[config.mk]
export PLATFORM = sky130hd
export DESIGN_NAME = csr_unit
export DESIGN_NICKNAME = d
export VERILOG_FILES = /design/src/source/csr_pkg.sv /design/src/source/csr_wr_if.sv /design/src/source/csr_unit.sv /design/src/source/csr_counters.sv /design/src/source/csr_irq_regs.sv /design/src/source/csr_trap_regs.sv /design/src/source/csr_access_ctrl.sv
export SDC_FILE = /design/constraint.sdc
export NUM_CORES = 1
export LEC_CHECK = 0
export BUFFER_PORTS_ARGS = -buffer_cell sky130_fd_sc_hd__buf_4
export CAP_MARGIN = 10
export CELL_PAD_IN_SITES_DETAIL_PLACEMENT = 0
export CELL_PAD_IN_SITES_GLOBAL_PLACEMENT = 1
export CORE_ASPECT_RATIO = 0.5
export CORE_MARGIN = 10
export CORE_UTILIZATION = 47
export CTS_BUF_LIST = sky130_fd_sc_hd__clkbuf_2 sky130_fd_sc_hd__clkbuf_4 sky130_fd_sc_hd__clkbuf_8
export CTS_CLUSTER_DIAMETER = 40
export DETAILED_ROUTE_END_ITERATION = 10
export MAX_ROUTING_LAYER = met4
export PLACE_DENSITY_LB_ADDON = 0.1
export SLEW_MARGIN = 25
export SYNTH_ARGS = -nofsm -noshare
export SYNTH_HDL_FRONTEND = slang
export SYNTH_SLANG_ARGS = --single-unit
[constraint.sdc]
create_clock -name clk -period 2.9 [get_ports clk]
set_clock_uncertainty 0.05 [all_clocks]
set_input_delay 0.29 -clock clk [delete_from_list [all_inputs] [get_ports clk]]
set_output_delay 0.29 -clock clk [all_outputs]
set_load 0.005 [all_outputs]
[src/source/csr_pkg.sv]
// Machine CSR definitions
package csr_pkg;

    // data word and address widths are fixed by RV32
    typedef logic [31:0] xlen_t;
    typedef logic [11:0] csr_addr_t;

    // **************************************************
    // standard machine and user CSR addresses
    // **************************************************
    localparam csr_addr_t ADDR_MSTATUS   = 12'h300;
    localparam csr_addr_t ADDR_MISA      = 12'h301;
    localparam csr_addr_t ADDR_MIE       = 12'h304;
    localparam csr_addr_t ADDR_MTVEC     = 12'h305;
    localparam csr_addr_t ADDR_MSCRATCH  = 12'h340;
    localparam csr_addr_t ADDR_MEPC      = 12'h341;
    localparam csr_addr_t ADDR_MCAUSE    = 12'h342;
    localparam csr_addr_t ADDR_MTVAL     = 12'h343;
    localparam csr_addr_t ADDR_MIP       = 12'h344;
    localparam csr_addr_t ADDR_MCYCLE    = 12'hB00;
    localparam csr_addr_t ADDR_MINSTRET  = 12'hB02;
    localparam csr_addr_t ADDR_MCYCLEH   = 12'hB80;
    localparam csr_addr_t ADDR_MINSTRETH = 12'hB82;
    // user-level aliases that read the machine cycle counter
    localparam csr_addr_t ADDR_CYCLE     = 12'hC00;
    localparam csr_addr_t ADDR_CYCLEH    = 12'hC80;
    localparam csr_addr_t ADDR_MVENDORID = 12'hF11;
    localparam csr_addr_t ADDR_MARCHID   = 12'hF12;
    localparam csr_addr_t ADDR_MIMPID    = 12'hF13;
    localparam csr_addr_t ADDR_MHARTID   = 12'hF14;

    // **************************************************
    // identity and reset values
    // **************************************************
    // zero vendor means a non-commercial implementation
    localparam xlen_t MVENDORID_VAL = 32'h0000_0000;
    localparam xlen_t MARCHID_VAL   = 32'h0000_0001;
    localparam xlen_t MIMPID_VAL    = 32'h0000_0000;
    localparam xlen_t MHARTID_VAL   = 32'h0000_0000;
    // MXL = 1 for 32 bits, extension bits 8 (I) and 12 (M)
    localparam xlen_t MISA_VAL      = 32'h4000_1100;
    // direct mode trap vector, word aligned
    localparam xlen_t MTVEC_RESET   = 32'h0000_0100;

    // **************************************************
    // field positions
    // **************************************************
    // mstatus global enable and its saved copy
    localparam int BIT_MIE  = 3;
    localparam int BIT_MPIE = 7;
    // the same positions serve in both mie and mip
    localparam int BIT_MSIE = 3;
    localparam int BIT_MTIE = 7;
    localparam int BIT_MEIE = 11;
    // MPP sits in bits 12:11 and only machine mode exists here
    localparam int         BIT_MPP_LO = 11;
    localparam logic [1:0] PRIV_M     = 2'b11;

    // mcause is written whole by software and by field from the trap logic
    typedef struct packed {
        logic        intr;
        logic [26:0] rsvd;
        logic [3:0]  code;
    } mcause_fields_t;

    typedef union packed {
        xlen_t          raw;
        mcause_fields_t f;
    } mcause_t;

endpackage
[src/source/csr_wr_if.sv]
// CSR write and read-back bus
`timescale 1ns/1ps

interface csr_wr_if import csr_pkg::*; ();

    // shared write data and one strobe per writable register
    xlen_t wr_data;
    logic  mstatus_we;
    logic  mie_we;
    logic  mtvec_we;
    logic  mscratch_we;
    logic  mepc_we;
    logic  mcause_we;
    logic  mtval_we;

    // read-back words, each driven by the group that owns the register
    xlen_t       mstatus;
    xlen_t       mie;
    xlen_t       mip;
    xlen_t       mtvec;
    xlen_t       mscratch;
    xlen_t       mepc;
    xlen_t       mcause;
    xlen_t       mtval;
    logic [63:0] mcycle;
    logic [63:0] minstret;

    // the control side decodes addresses and picks the read word
    modport ctrl (
        output wr_data, mstatus_we, mie_we, mtvec_we, mscratch_we,
               mepc_we, mcause_we, mtval_we,
        input  mstatus, mie, mip, mtvec, mscratch, mepc, mcause, mtval,
               mcycle, minstret
    );

    // register groups see strobes only and never an address
    modport regs (
        input  wr_data, mstatus_we, mie_we, mtvec_we, mscratch_we,
               mepc_we, mcause_we, mtval_we,
        output mstatus, mie, mip, mtvec, mscratch, mepc, mcause, mtval,
               mcycle, minstret
    );

endinterface

[src/source/csr_unit.sv]
// Machine mode CSR file
`timescale 1ns/1ps

module csr_unit import csr_pkg::*; (
    input  logic       clk,
    input  logic       rst_n_i,
    // read port from decode
    input  csr_addr_t  csr_addr_i,
    input  logic       csr_read_i,
    // write port from writeback
    input  logic       csr_wen_i,
    input  csr_addr_t  csr_wr_addr_i,
    input  xlen_t      csr_wr_data_i,
    input  logic       instret_incr_i,
    // interrupt lines from the timer and interrupt controllers
    input  logic       irq_software_i,
    input  logic       irq_timer_i,
    input  logic       irq_external_i,
    // trap updates from the control unit
    input  logic       cause_type_i,
    input  logic       set_cause_i,
    input  logic [3:0] trap_cause_i,
    input  logic       set_mepc_i,
    input  xlen_t      mepc_i,
    input  logic       set_mtval_i,
    input  xlen_t      mtval_i,
    input  logic       mstatus_mie_clear_i,
    input  logic       mstatus_mie_set_i,
    output xlen_t      csr_data_o,
    // state the control unit needs to take traps
    output logic       mstatus_mie_o,
    output logic       mie_external_o,
    output logic       mie_timer_o,
    output logic       mie_sw_o,
    output logic       mip_external_o,
    output logic       mip_timer_o,
    output logic       mip_sw_o,
    output xlen_t      mtvec_o,
    output xlen_t      mepc_o
);

    // strobes out to the groups, read-back words in to the mux
    csr_wr_if i_wr ();

    csr_access_ctrl i_access_ctrl (
        .clk           (clk),
        .rst_n_i       (rst_n_i),
        .csr_addr_i    (csr_addr_i),
        .csr_read_i    (csr_read_i),
        .csr_wen_i     (csr_wen_i),
        .csr_wr_addr_i (csr_wr_addr_i),
        .csr_wr_data_i (csr_wr_data_i),
        .csr_data_o    (csr_data_o),
        .wr            (i_wr.ctrl)
    );

    csr_trap_regs i_trap_regs (
        .clk                 (clk),
        .rst_n_i             (rst_n_i),
        .cause_type_i        (cause_type_i),
        .set_cause_i         (set_cause_i),
        .trap_cause_i        (trap_cause_i),
        .set_mepc_i          (set_mepc_i),
        .mepc_i              (mepc_i),
        .set_mtval_i         (set_mtval_i),
        .mtval_i             (mtval_i),
        .mstatus_mie_clear_i (mstatus_mie_clear_i),
        .mstatus_mie_set_i   (mstatus_mie_set_i),
        .mstatus_mie_o       (mstatus_mie_o),
        .mtvec_o             (mtvec_o),
        .mepc_o              (mepc_o),
        .wr                  (i_wr.regs)
    );

    csr_irq_regs i_irq_regs (
        .clk            (clk),
        .rst_n_i        (rst_n_i),
        .irq_software_i (irq_software_i),
        .irq_timer_i    (irq_timer_i),
        .irq_external_i (irq_external_i),
        .mie_external_o (mie_external_o),
        .mie_timer_o    (mie_timer_o),
        .mie_sw_o       (mie_sw_o),
        .mip_external_o (mip_external_o),
        .mip_timer_o    (mip_timer_o),
        .mip_sw_o       (mip_sw_o),
        .wr             (i_wr.regs)
    );

    csr_counters i_counters (
        .clk            (clk),
        .rst_n_i        (rst_n_i),
        .instret_incr_i (instret_incr_i),
        .wr             (i_wr.regs)
    );

endmodule

[src/source/csr_counters.sv]
// Cycle and instret counters
`timescale 1ns/1ps

module csr_counters (
    input  logic   clk,
    input  logic   rst_n_i,
    input  logic   instret_incr_i,
    csr_wr_if.regs wr
);

    logic [63:0] mcycle_q;
    logic [63:0] minstret_q;

    // **************************************************
    // 64-bit counters, both halves readable
    // **************************************************
    // mcycle runs free from reset, minstret counts retire pulses
    // neither counter takes software writes
    always_ff @(posedge clk or negedge rst_n_i) begin
        if (!rst_n_i) begin
            mcycle_q   <= '0;
            minstret_q <= '0;
        end else begin
            mcycle_q <= mcycle_q + 64'd1;
            if (instret_incr_i) begin
                minstret_q <= minstret_q + 64'd1;
            end
        end
    end

    assign wr.mcycle   = mcycle_q;
    assign wr.minstret = minstret_q;

endmodule

[src/source/csr_irq_regs.sv]
// Interrupt enable and pending bits
`timescale 1ns/1ps

module csr_irq_regs import csr_pkg::*; (
    input  logic   clk,
    input  logic   rst_n_i,
    input  logic   irq_software_i,
    input  logic   irq_timer_i,
    input  logic   irq_external_i,
    output logic   mie_external_o,
    output logic   mie_timer_o,
    output logic   mie_sw_o,
    output logic   mip_external_o,
    output logic   mip_timer_o,
    output logic   mip_sw_o,
    csr_wr_if.regs wr
);

    logic msie_q;
    logic mtie_q;
    logic meie_q;
    logic msip_q;
    logic mtip_q;
    logic meip_q;

    // enables keep only the three machine bits of the written word
    // pending bits sample the lines every edge, so they lag by one cycle
    always_ff @(posedge clk or negedge rst_n_i) begin
        if (!rst_n_i) begin
            msie_q <= 1'b0;
            mtie_q <= 1'b0;
            meie_q <= 1'b0;
            msip_q <= 1'b0;
            mtip_q <= 1'b0;
            meip_q <= 1'b0;
        end else begin
            if (wr.mie_we) begin
                msie_q <= wr.wr_data[BIT_MSIE];
                mtie_q <= wr.wr_data[BIT_MTIE];
                meie_q <= wr.wr_data[BIT_MEIE];
            end
            msip_q <= irq_software_i;
            mtip_q <= irq_timer_i;
            meip_q <= irq_external_i;
        end
    end

    // mie and mip share one layout, all other bits read zero
    always_comb begin
        wr.mie           = '0;
        wr.mie[BIT_MSIE] = msie_q;
        wr.mie[BIT_MTIE] = mtie_q;
        wr.mie[BIT_MEIE] = meie_q;
        wr.mip           = '0;
        wr.mip[BIT_MSIE] = msip_q;
        wr.mip[BIT_MTIE] = mtip_q;
        wr.mip[BIT_MEIE] = meip_q;
    end

    assign mie_sw_o       = msie_q;
    assign mie_timer_o    = mtie_q;
    assign mie_external_o = meie_q;
    assign mip_sw_o       = msip_q;
    assign mip_timer_o    = mtip_q;
    assign mip_external_o = meip_q;

endmodule

[src/source/csr_trap_regs.sv]
// Trap handling registers
`timescale 1ns/1ps

module csr_trap_regs import csr_pkg::*; (
    input  logic       clk,
    input  logic       rst_n_i,
    input  logic       cause_type_i,
    input  logic       set_cause_i,
    input  logic [3:0] trap_cause_i,
    input  logic       set_mepc_i,
    input  xlen_t      mepc_i,
    input  logic       set_mtval_i,
    input  xlen_t      mtval_i,
    input  logic       mstatus_mie_clear_i,
    input  logic       mstatus_mie_set_i,
    output logic       mstatus_mie_o,
    output xlen_t      mtvec_o,
    output xlen_t      mepc_o,
    csr_wr_if.regs     wr
);

    logic    mie_q;
    logic    mpie_q;
    xlen_t   mtvec_q;
    xlen_t   mscratch_q;
    xlen_t   mepc_q;
    xlen_t   mtval_q;
    mcause_t mcause_q;
    mcause_t mcause_trap;

    // **************************************************
    // mstatus
    // **************************************************
    // software write beats the clear pulse, which beats the set pulse
    // clear saves MIE into MPIE on trap entry, set restores it on mret
    always_ff @(posedge clk or negedge rst_n_i) begin
        if (!rst_n_i) begin
            mie_q  <= 1'b1;
            mpie_q <= 1'b1;
        end else if (wr.mstatus_we) begin
            mie_q  <= wr.wr_data[BIT_MIE];
            mpie_q <= wr.wr_data[BIT_MPIE];
        end else if (mstatus_mie_clear_i) begin
            mpie_q <= mie_q;
            mie_q  <= 1'b0;
        end else if (mstatus_mie_set_i) begin
            mie_q  <= mpie_q;
            mpie_q <= 1'b1;
        end
    end

    // only MIE, MPIE and the fixed machine-mode MPP are visible
    always_comb begin
        wr.mstatus                      = '0;
        wr.mstatus[BIT_MPP_LO+1 -: 2]   = PRIV_M;
        wr.mstatus[BIT_MPIE]            = mpie_q;
        wr.mstatus[BIT_MIE]             = mie_q;
    end

    // **************************************************
    // trap vector, epc, cause and value
    // **************************************************
    // hardware fills mcause by field, with the reserved bits cleared
    always_comb begin
        mcause_trap.f.intr = cause_type_i;
        mcause_trap.f.rsvd = '0;
        mcause_trap.f.code = trap_cause_i;
    end

    // trap pulses take priority over a software write in the same cycle
    always_ff @(posedge clk or negedge rst_n_i) begin
        if (!rst_n_i) begin
            mtvec_q  <= MTVEC_RESET;
            mepc_q   <= '0;
            mcause_q <= '0;
            mtval_q  <= '0;
        end else begin
            if (wr.mtvec_we) begin
                mtvec_q <= wr.wr_data;
            end
            if (set_mepc_i) begin
                mepc_q <= mepc_i;
            end else if (wr.mepc_we) begin
                mepc_q <= wr.wr_data;
            end
            if (set_cause_i) begin
                mcause_q <= mcause_trap;
            end else if (wr.mcause_we) begin
                mcause_q.raw <= wr.wr_data;
            end
            if (set_mtval_i) begin
                mtval_q <= mtval_i;
            end else if (wr.mtval_we) begin
                mtval_q <= wr.wr_data;
            end
        end
    end

    // scratch word for the trap handler, written only by software
    always_ff @(posedge clk) begin
        if (wr.mscratch_we) begin
            mscratch_q <= wr.wr_data;
        end
    end

    assign wr.mtvec    = mtvec_q;
    assign wr.mscratch = mscratch_q;
    assign wr.mepc     = mepc_q;
    assign wr.mcause   = mcause_q.raw;
    assign wr.mtval    = mtval_q;

    assign mstatus_mie_o = mie_q;
    assign mtvec_o       = mtvec_q;
    assign mepc_o        = mepc_q;

endmodule

[src/source/csr_access_ctrl.sv]
// CSR address decode and read mux
`timescale 1ns/1ps

module csr_access_ctrl import csr_pkg::*; (
    input  logic      clk,
    input  logic      rst_n_i,
    input  csr_addr_t csr_addr_i,
    input  logic      csr_read_i,
    input  logic      csr_wen_i,
    input  csr_addr_t csr_wr_addr_i,
    input  xlen_t     csr_wr_data_i,
    output xlen_t     csr_data_o,
    csr_wr_if.ctrl    wr
);

    logic  rd_live_q;
    logic  bypass;
    xlen_t rd_word;

    // **************************************************
    // write decode
    // **************************************************
    // write data goes to every group, only the matching strobe fires
    assign wr.wr_data     = csr_wr_data_i;
    assign wr.mstatus_we  = csr_wen_i && (csr_wr_addr_i == ADDR_MSTATUS);
    assign wr.mie_we      = csr_wen_i && (csr_wr_addr_i == ADDR_MIE);
    assign wr.mtvec_we    = csr_wen_i && (csr_wr_addr_i == ADDR_MTVEC);
    assign wr.mscratch_we = csr_wen_i && (csr_wr_addr_i == ADDR_MSCRATCH);
    assign wr.mepc_we     = csr_wen_i && (csr_wr_addr_i == ADDR_MEPC);
    assign wr.mcause_we   = csr_wen_i && (csr_wr_addr_i == ADDR_MCAUSE);
    assign wr.mtval_we    = csr_wen_i && (csr_wr_addr_i == ADDR_MTVAL);

    // **************************************************
    // read select
    // **************************************************
    // unknown addresses and the read-only counters' neighbours read zero
    always_comb begin
        rd_word = '0;
        case (csr_addr_i)
            ADDR_MVENDORID: rd_word = MVENDORID_VAL;
            ADDR_MARCHID:   rd_word = MARCHID_VAL;
            ADDR_MIMPID:    rd_word = MIMPID_VAL;
            ADDR_MHARTID:   rd_word = MHARTID_VAL;
            ADDR_MISA:      rd_word = MISA_VAL;
            ADDR_MSTATUS:   rd_word = wr.mstatus;
            ADDR_MIE:       rd_word = wr.mie;
            ADDR_MIP:       rd_word = wr.mip;
            ADDR_MTVEC:     rd_word = wr.mtvec;
            ADDR_MSCRATCH:  rd_word = wr.mscratch;
            ADDR_MEPC:      rd_word = wr.mepc;
            ADDR_MCAUSE:    rd_word = wr.mcause;
            ADDR_MTVAL:     rd_word = wr.mtval;
            // the user aliases share the machine cycle counter
            ADDR_MCYCLE, ADDR_CYCLE:   rd_word = wr.mcycle[31:0];
            ADDR_MCYCLEH, ADDR_CYCLEH: rd_word = wr.mcycle[63:32];
            ADDR_MINSTRET:  rd_word = wr.minstret[31:0];
            ADDR_MINSTRETH: rd_word = wr.minstret[63:32];
            default:        rd_word = '0;
        endcase
    end

    // a write landing on the address being read this cycle is forwarded,
    // so the reader sees the value before it reaches the register
    assign bypass = csr_wen_i && (csr_wr_addr_i == csr_addr_i) && (csr_addr_i != '0);

    // this flag is cleared by the asynchronous reset and keeps read data
    // at zero until the first edge after reset is released
    always_ff @(posedge clk or negedge rst_n_i) begin
        if (!rst_n_i) begin
            rd_live_q <= 1'b0;
        end else begin
            rd_live_q <= 1'b1;
        end
    end

    // address zero never holds a register and always reads as zero
    always_comb begin
        if (!rd_live_q || !csr_read_i || (csr_addr_i == '0)) begin
            csr_data_o = '0;
        end else if (bypass) begin
            csr_data_o = csr_wr_data_i;
        end else begin
            csr_data_o = rd_word;
        end
    end

endmodule

## Word level (Yosys, flattened, before mapping)

Cells that the tools add are included.

- Flip-flop bits (word level): 297
- Output and inout bits: 103

- Add/sub/neg operators: 2
- Equality and inequality tests: 24
- Multiplexer cells: 15
- Reductions and logical operators: 21

Operators with widths:

| operator | count |
|---|---|
| $pmux 32 s14 | 1 |
| $mux 32 | 8 |
| $eq 12x10->1 const B | 16 |
| $add 64x1->64 const B | 2 |
| $eq 12x12->1 const B | 7 |
| $eq 12x12->1 | 1 |
| $logic_not 12->1 | 1 |
| $reduce_bool 12->1 | 1 |
| $logic_and 1x1->1 | 9 |
| $mux 1 | 6 |
| $reduce_bool 2->1 | 3 |
| $reduce_or 2->1 | 2 |
| $reduce_bool 3->1 | 1 |
| $logic_not 1->1 | 2 |
| $logic_or 1x1->1 | 2 |

## Depth between registers and ports, before layout

- Depth after elaboration: 5
- Gate-level depth with buffers: 9
- Mapped depth without buffers: 7

## Worst setup path after synthesis

OpenSTA, ideal clock, no wires.

- Path kind: input -> register
- Start point: in csr_wr_addr_i[11]
- End point: reg i_trap_regs.mscratch_q[0] (netlist: i_trap_regs.wr.mscratch[0]) (enable)
- Library setup time: 0.461 ns
- Arrival time: 2.980 ns
- Data required time: 2.389 ns
- Slack: -0.591 ns
- Stages: 3
- Path buffers: 0
- Cell sequence: and4bb_2 > nand4_1 > nor3_1

- Word-level cells in the longest chain between the ends: 2

Ends and longest elaborated chain:

| element | line | text |
|---|---|---|
| from (decl) | csr_unit.sv:12 | `input csr_addr_t csr_wr_addr_i,` |
| $eq 12x10->1 | csr_access_ctrl.sv:28 | `assign wr.mscratch_we = csr_wen_i && (csr_wr_addr_i == ADDR_MSCRATCH);` |
| $logic_and 1x1->1 | csr_access_ctrl.sv:28 |  |
| named net i_access_ctrl.wr.mscratch_we | csr_wr_if.sv:30 | `output wr_data, mstatus_we, mie_we, mtvec_we, mscratch_we,` |
| to (signal assigned) | csr_trap_regs.sv:102 | `mscratch_q <= wr.wr_data;` |
| to (decl) | csr_trap_regs.sv:25 | `xlen_t mscratch_q;` |

The timed path passes the listed nets, and every way through them passes these cells.
A chain may end at the register's enable or synchronous reset.

## Worst setup path after layout

- Start point: reg i_trap_regs.mepc_q[4] (netlist: i_trap_regs.mepc_o[4])
- End point: out csr_data_o[4]

- Word-level cells in the longest chain between the ends: 3

Ends and longest elaborated chain:

| element | line | text |
|---|---|---|
| from (decl) | csr_trap_regs.sv:26 | `xlen_t mepc_q;` |
| from (signal assigned) | csr_trap_regs.sv:82 | `mepc_q <= mepc_i;` |
| from (signal assigned) | csr_trap_regs.sv:84 | `mepc_q <= wr.wr_data;` |
| $pmux 32 s14 | csr_access_ctrl.sv:39 | `case (csr_addr_i)` |
| $mux 32 | csr_access_ctrl.sv:80 | `end else if (bypass) begin` |
| $mux 32 | csr_access_ctrl.sv:78 | `if (!rd_live_q \|\| !csr_read_i \|\| (csr_addr_i == '0)) begin` |
| to (decl) | csr_unit.sv:29 | `output xlen_t csr_data_o,` |

Every way passes these cells.

==> reports/qor.tcl <==
set qor(setup_tns_ns) 0
set qor(initial_core_util_pct) 47.6
set qor(yosys.area.top_type_share_pct) 41.7
set qor(status) {completed}
set qor(ys_types) 77
set qor(avgSynthCellArea_sq_um) 10.7
set qor(max_freq_mhz) 347
set qor(antenna_found_initial) 2
set qor(io_buffer_count) 240
set qor(die-area_sq_mm) 0.0416
set qor(timing.hold.ws_ns) 0.0182
set qor(rsz_0062_raised_after_global_routing) {no}
set qor(synth_top_cells_by_area) {sky130_fd_sc_hd__dfrtp_1, sky130_fd_sc_hd__edfxtp_1, sky130_fd_sc_hd__mux2i_1}
set qor(cts_tree) {done}
set qor(finalCriticalPeriod_ns) 2.88
set qor(report.final.hold_viol_count) 0
set qor(clkLatencyLatePin_ns) 0.58
set qor(synth_adder_area_share_pct) 0.159
set qor(instances_no_fill) 2338
set qor(drc) 0
set qor(post-synth-top-count-cell) {sky130_fd_sc_hd__dfrtp_1}
set qor(boundaryPins) 241
set qor(synth_compound_area_share_pct) 11.2
set qor(end_kind) {primary output}
set qor(drt-pass1-iter-count) 6
set qor(post_synth_and_or_nand_nor_area_fraction_pct) 17.5
set qor(areaGrowthSynthToFinish_pct) 31.7
set qor(dominantRegCellSynth) {sky130_fd_sc_hd__dfrtp_1}
set qor(detailedRoute.firstIterationViolations) 1543
set qor(syn_nets) 1602
set qor(chipHeight_um) 149
set qor(yosys.area_share.xor_xnor_pct) 7.64
set qor(final_net_count) 1998
set qor(cts_post_setup_buffers_inserted) 0
set qor(routed_vias) 13900
set qor(crit_path_start_kind) {flop}
set qor(main_combinational_cell_family_by_area_after_synthesis) {simple AND/OR/NAND/NOR gates}
set qor(clock_power_share_pct) 41.4
set qor(place.detailed.instances) 2133
set qor(power_density_mw_per_mm2) 468
set qor(worstMarginPinSlew_ns) 0.619
set qor(tritoncts.num_buffers) 45
set qor(synth-async-reset-ratio_pct) 89.2
set qor(finalMaxSlewViolations) 0
set qor(postRouteAntennaNets) 0
set qor(slew_headroom_pct) 58.8
set qor(share_of_final_layout_standard_cells_stronger_than_drive_strength_1_pct) 27.9
set qor(worstSetupPathType) {reg2out}
set qor(post-route-worst-setup-slack_ns) 0.0195
set qor(first_global_vias) 14100
set qor(min_path_type) {in2reg}
set qor(dpl-instance-area_sq_mm) 0.0184
set qor(htreeDepth) 2
set qor(dr_wl_cell_um) 26.2
set qor(die_x_um) 279
set qor(irDropWorstVdd_mv) 0.466
set qor(avgViaCountPerCell) 5.94
set qor(yosys-mux-area-fraction_pct) 12.1
set qor(final_area_sq_mm) 0.0207
set qor(setup_viol) 0
set qor(cts.reportedPaths.clkPinSlew_ns) 0.07
set qor(grt_max_degree) 71
set qor(mappedNetlistArea_sq_mm) 0.0157
set qor(global_route.overflow_total) 0
set qor(power_report.internal_total_mw) 7.13
set qor(arrival_ns) 2.54
set qor(grt_first_pass_wirelength_um) 90800
set qor(crit_fanout) 3
set qor(switching_share_pct) 26.2
set qor(gp_congestion) 0.973
set qor(synth.top_cells.by_count) {sky130_fd_sc_hd__dfrtp_1, sky130_fd_sc_hd__nand2_1, sky130_fd_sc_hd__xnor2_1}
set qor(seqPwrFrac_pct) 46.7
set qor(cts_root_buffer) {sky130_fd_sc_hd__clkbuf_8}
set qor(pre_cts_slack_ns) 0.0754
set qor(placementRows) 47
set qor(netSwitchingPower_mw) 2.54
set qor(all_layer_global_routing_usage_pct) 29.7
set qor(final_min_period_over_clock_period_pct) 99.3
set qor(core_footprint_sq_mm) 0.0330
set qor(drv_cap) 0
set qor(yosys_register_bits) 297
set qor(post-synth-top-area-cell) {sky130_fd_sc_hd__dfrtp_1}
set qor(share_comb_of_total_power_pct) 11.9
set qor(sinks_on_clock_net) 297
set qor(synthesis.instances) 1462
set qor(number_of_enable_flip_flop_cells_after_synthesis) 32
set qor(clockBufferDepth) 3
set qor(cellLeakagePower_nw) 9.19
set qor(critPathRequiredTime_ns) 2.56
set qor(yosys_warning_total) 0
set qor(dpl.hpwl_um) 45300
set qor(synth_sequential_area_ratio_pct) 48.4
set qor(routed_wirelength_um) 61200
==> cell families after synthesis <==
family          count (synthesis)
fa+ha+maj                       2
simple gates                  518
mux                           154
compound gates                249
xor+xnor                      137
buf+inv                       104
other cells                     1
flops                         297
==> area by class of cell <==
cell class | count | area (sq um)
repair buffers | 437 | 3720
diodes | 2 | 5.00
well taps | 441 | 552
clock buffers | 73 | 898
clock inverters | 11 | 139
flip-flops and latches | 297 | 7600
fillers | 2626 | 12300
multi-input cells | 1061 | 7700
inverters | 16 | 60.1
==> flip-flops by register name, indices dropped and copies added (netlist names) <==
signal / flops
i_counters.wr.mcycle: 64
i_counters.wr.minstret: 64
i_trap_regs.mepc_o: 32
i_trap_regs.mtvec_o: 32
i_trap_regs.wr.mcause: 32
i_trap_regs.wr.mscratch: 32
i_trap_regs.wr.mtval: 32
i_access_ctrl.rd_live_q: 1
i_irq_regs.mie_external_o: 1
i_irq_regs.mie_sw_o: 1
i_irq_regs.mie_timer_o: 1
i_irq_regs.mip_external_o: 1
i_irq_regs.mip_sw_o: 1
i_irq_regs.mip_timer_o: 1
i_trap_regs.mpie_q: 1
i_trap_regs.mstatus_mie_o: 1
==> layer usage <==
metal	vias to the layer above	routed length, um	GRT usage (%)
li1	6183	-	-
met1	7044	27900	41.8
met2	577	26800	43.2
met3	76	5760	7.35
met4	0	820	5.30
met5	-	0	-
==> power by group through the flow <==
stage                     Clock (mW)  Sequential (mW)  Combinational [mW]
after global placement             0             4.58               0.972
after global routing            4.25             4.53                1.23
final                           4.01             4.52                1.15
after floorplan                    0             4.52               0.401
after CTS                       4.05             4.51                1.13
after detailed placement           0             4.59               0.989
==> through the flow <==
stage | utilization [%] | total power, mW
3_3_place_gp | 55.8 | 5.56
3_5_place_dp | 55.8 | 5.58
2_1_floorplan | - | 4.93
4_1_cts | 62.6 | 9.69
5_1_grt | 62.7 | 10.0
6_report | 62.7 | 9.67
==> repair_timing <==
action | CTS | global route
pin swaps | 0 | 1
resized for setup | 1 | 5
setup endpoints to repair | 1 | 4
endpoints found under the hold margin | 226 | 0
hold buffers | 119 | 0
==> placed cells by master, fill, tap and decap left out, types with 4 or more instances in the layout <==
| cell | n |
|---|---|
| sky130_fd_sc_hd__buf_12 | 11 |
| sky130_fd_sc_hd__nor3_1 | 27 |
| sky130_fd_sc_hd__clkbuf_4 | 17 |
| sky130_fd_sc_hd__nor4_1 | 16 |
| sky130_fd_sc_hd__dlygate4sd3_1 | 119 |
| sky130_fd_sc_hd__a21oi_1 | 32 |
| sky130_fd_sc_hd__o211ai_1 | 16 |
| sky130_fd_sc_hd__buf_4 | 306 |
| sky130_fd_sc_hd__mux2_2 | 53 |
| sky130_fd_sc_hd__or3_1 | 4 |
| sky130_fd_sc_hd__inv_1 | 16 |
| sky130_fd_sc_hd__edfxtp_1 | 32 |
| sky130_fd_sc_hd__a211oi_1 | 4 |
| sky130_fd_sc_hd__and2_1 | 16 |
| sky130_fd_sc_hd__a32oi_1 | 15 |
| sky130_fd_sc_hd__a222oi_1 | 17 |
| sky130_fd_sc_hd__and3_1 | 21 |
| sky130_fd_sc_hd__and4_1 | 16 |
| sky130_fd_sc_hd__a22oi_1 | 21 |
| sky130_fd_sc_hd__mux4_2 | 23 |
| sky130_fd_sc_hd__nor2_1 | 52 |
| sky130_fd_sc_hd__clkbuf_8 | 56 |
| sky130_fd_sc_hd__nor4_2 | 6 |
| sky130_fd_sc_hd__clkinv_2 | 5 |
| sky130_fd_sc_hd__nand4_1 | 30 |
| sky130_fd_sc_hd__xor2_1 | 54 |
| sky130_fd_sc_hd__xnor2_1 | 83 |
| sky130_fd_sc_hd__nor4_4 | 4 |
| sky130_fd_sc_hd__nand3_1 | 73 |
| sky130_fd_sc_hd__nor3b_1 | 5 |
| sky130_fd_sc_hd__a22o_1 | 32 |
| sky130_fd_sc_hd__dfrtp_1 | 262 |
| sky130_fd_sc_hd__mux2i_1 | 78 |
| sky130_fd_sc_hd__nand2_1 | 201 |
| sky130_fd_sc_hd__o21ai_0 | 77 |
==> critical path, stage by stage (launching register included) <==
cell,delay (ns)
sky130_fd_sc_hd__dfrtp_1,0.41
sky130_fd_sc_hd__mux4_2,0.53
sky130_fd_sc_hd__a22oi_2,0.28
sky130_fd_sc_hd__o221ai_1,0.17
sky130_fd_sc_hd__a211oi_1,0.34
sky130_fd_sc_hd__nor2_1,0.09
sky130_fd_sc_hd__buf_4,0.15
==> worst paths after layout <==
check / cells past startpoint / slack, ns / endpoint / from
worst max-delay path: 6 / 0.02 / csr_data_o[4] / i_trap_regs.mepc_o[4]
worst min register to register: 1 / 0.43 / i_counters.wr.minstret[63] / i_counters.wr.minstret[63]
max in group asynchronous: 3 / 1.75 / i_trap_regs.mtvec_o[2] / rst_n_i
worst max register to register: 6 / 0.31 / i_counters.wr.mcycle[56] / i_counters.wr.mcycle[37]
min in group asynchronous: 2 / 0.20 / i_counters.wr.minstret[55] / rst_n_i
worst min-delay path: 4 / 0.02 / i_trap_regs.mpie_q / csr_wr_addr_i[2]
(Power assumes the default switching activity.)
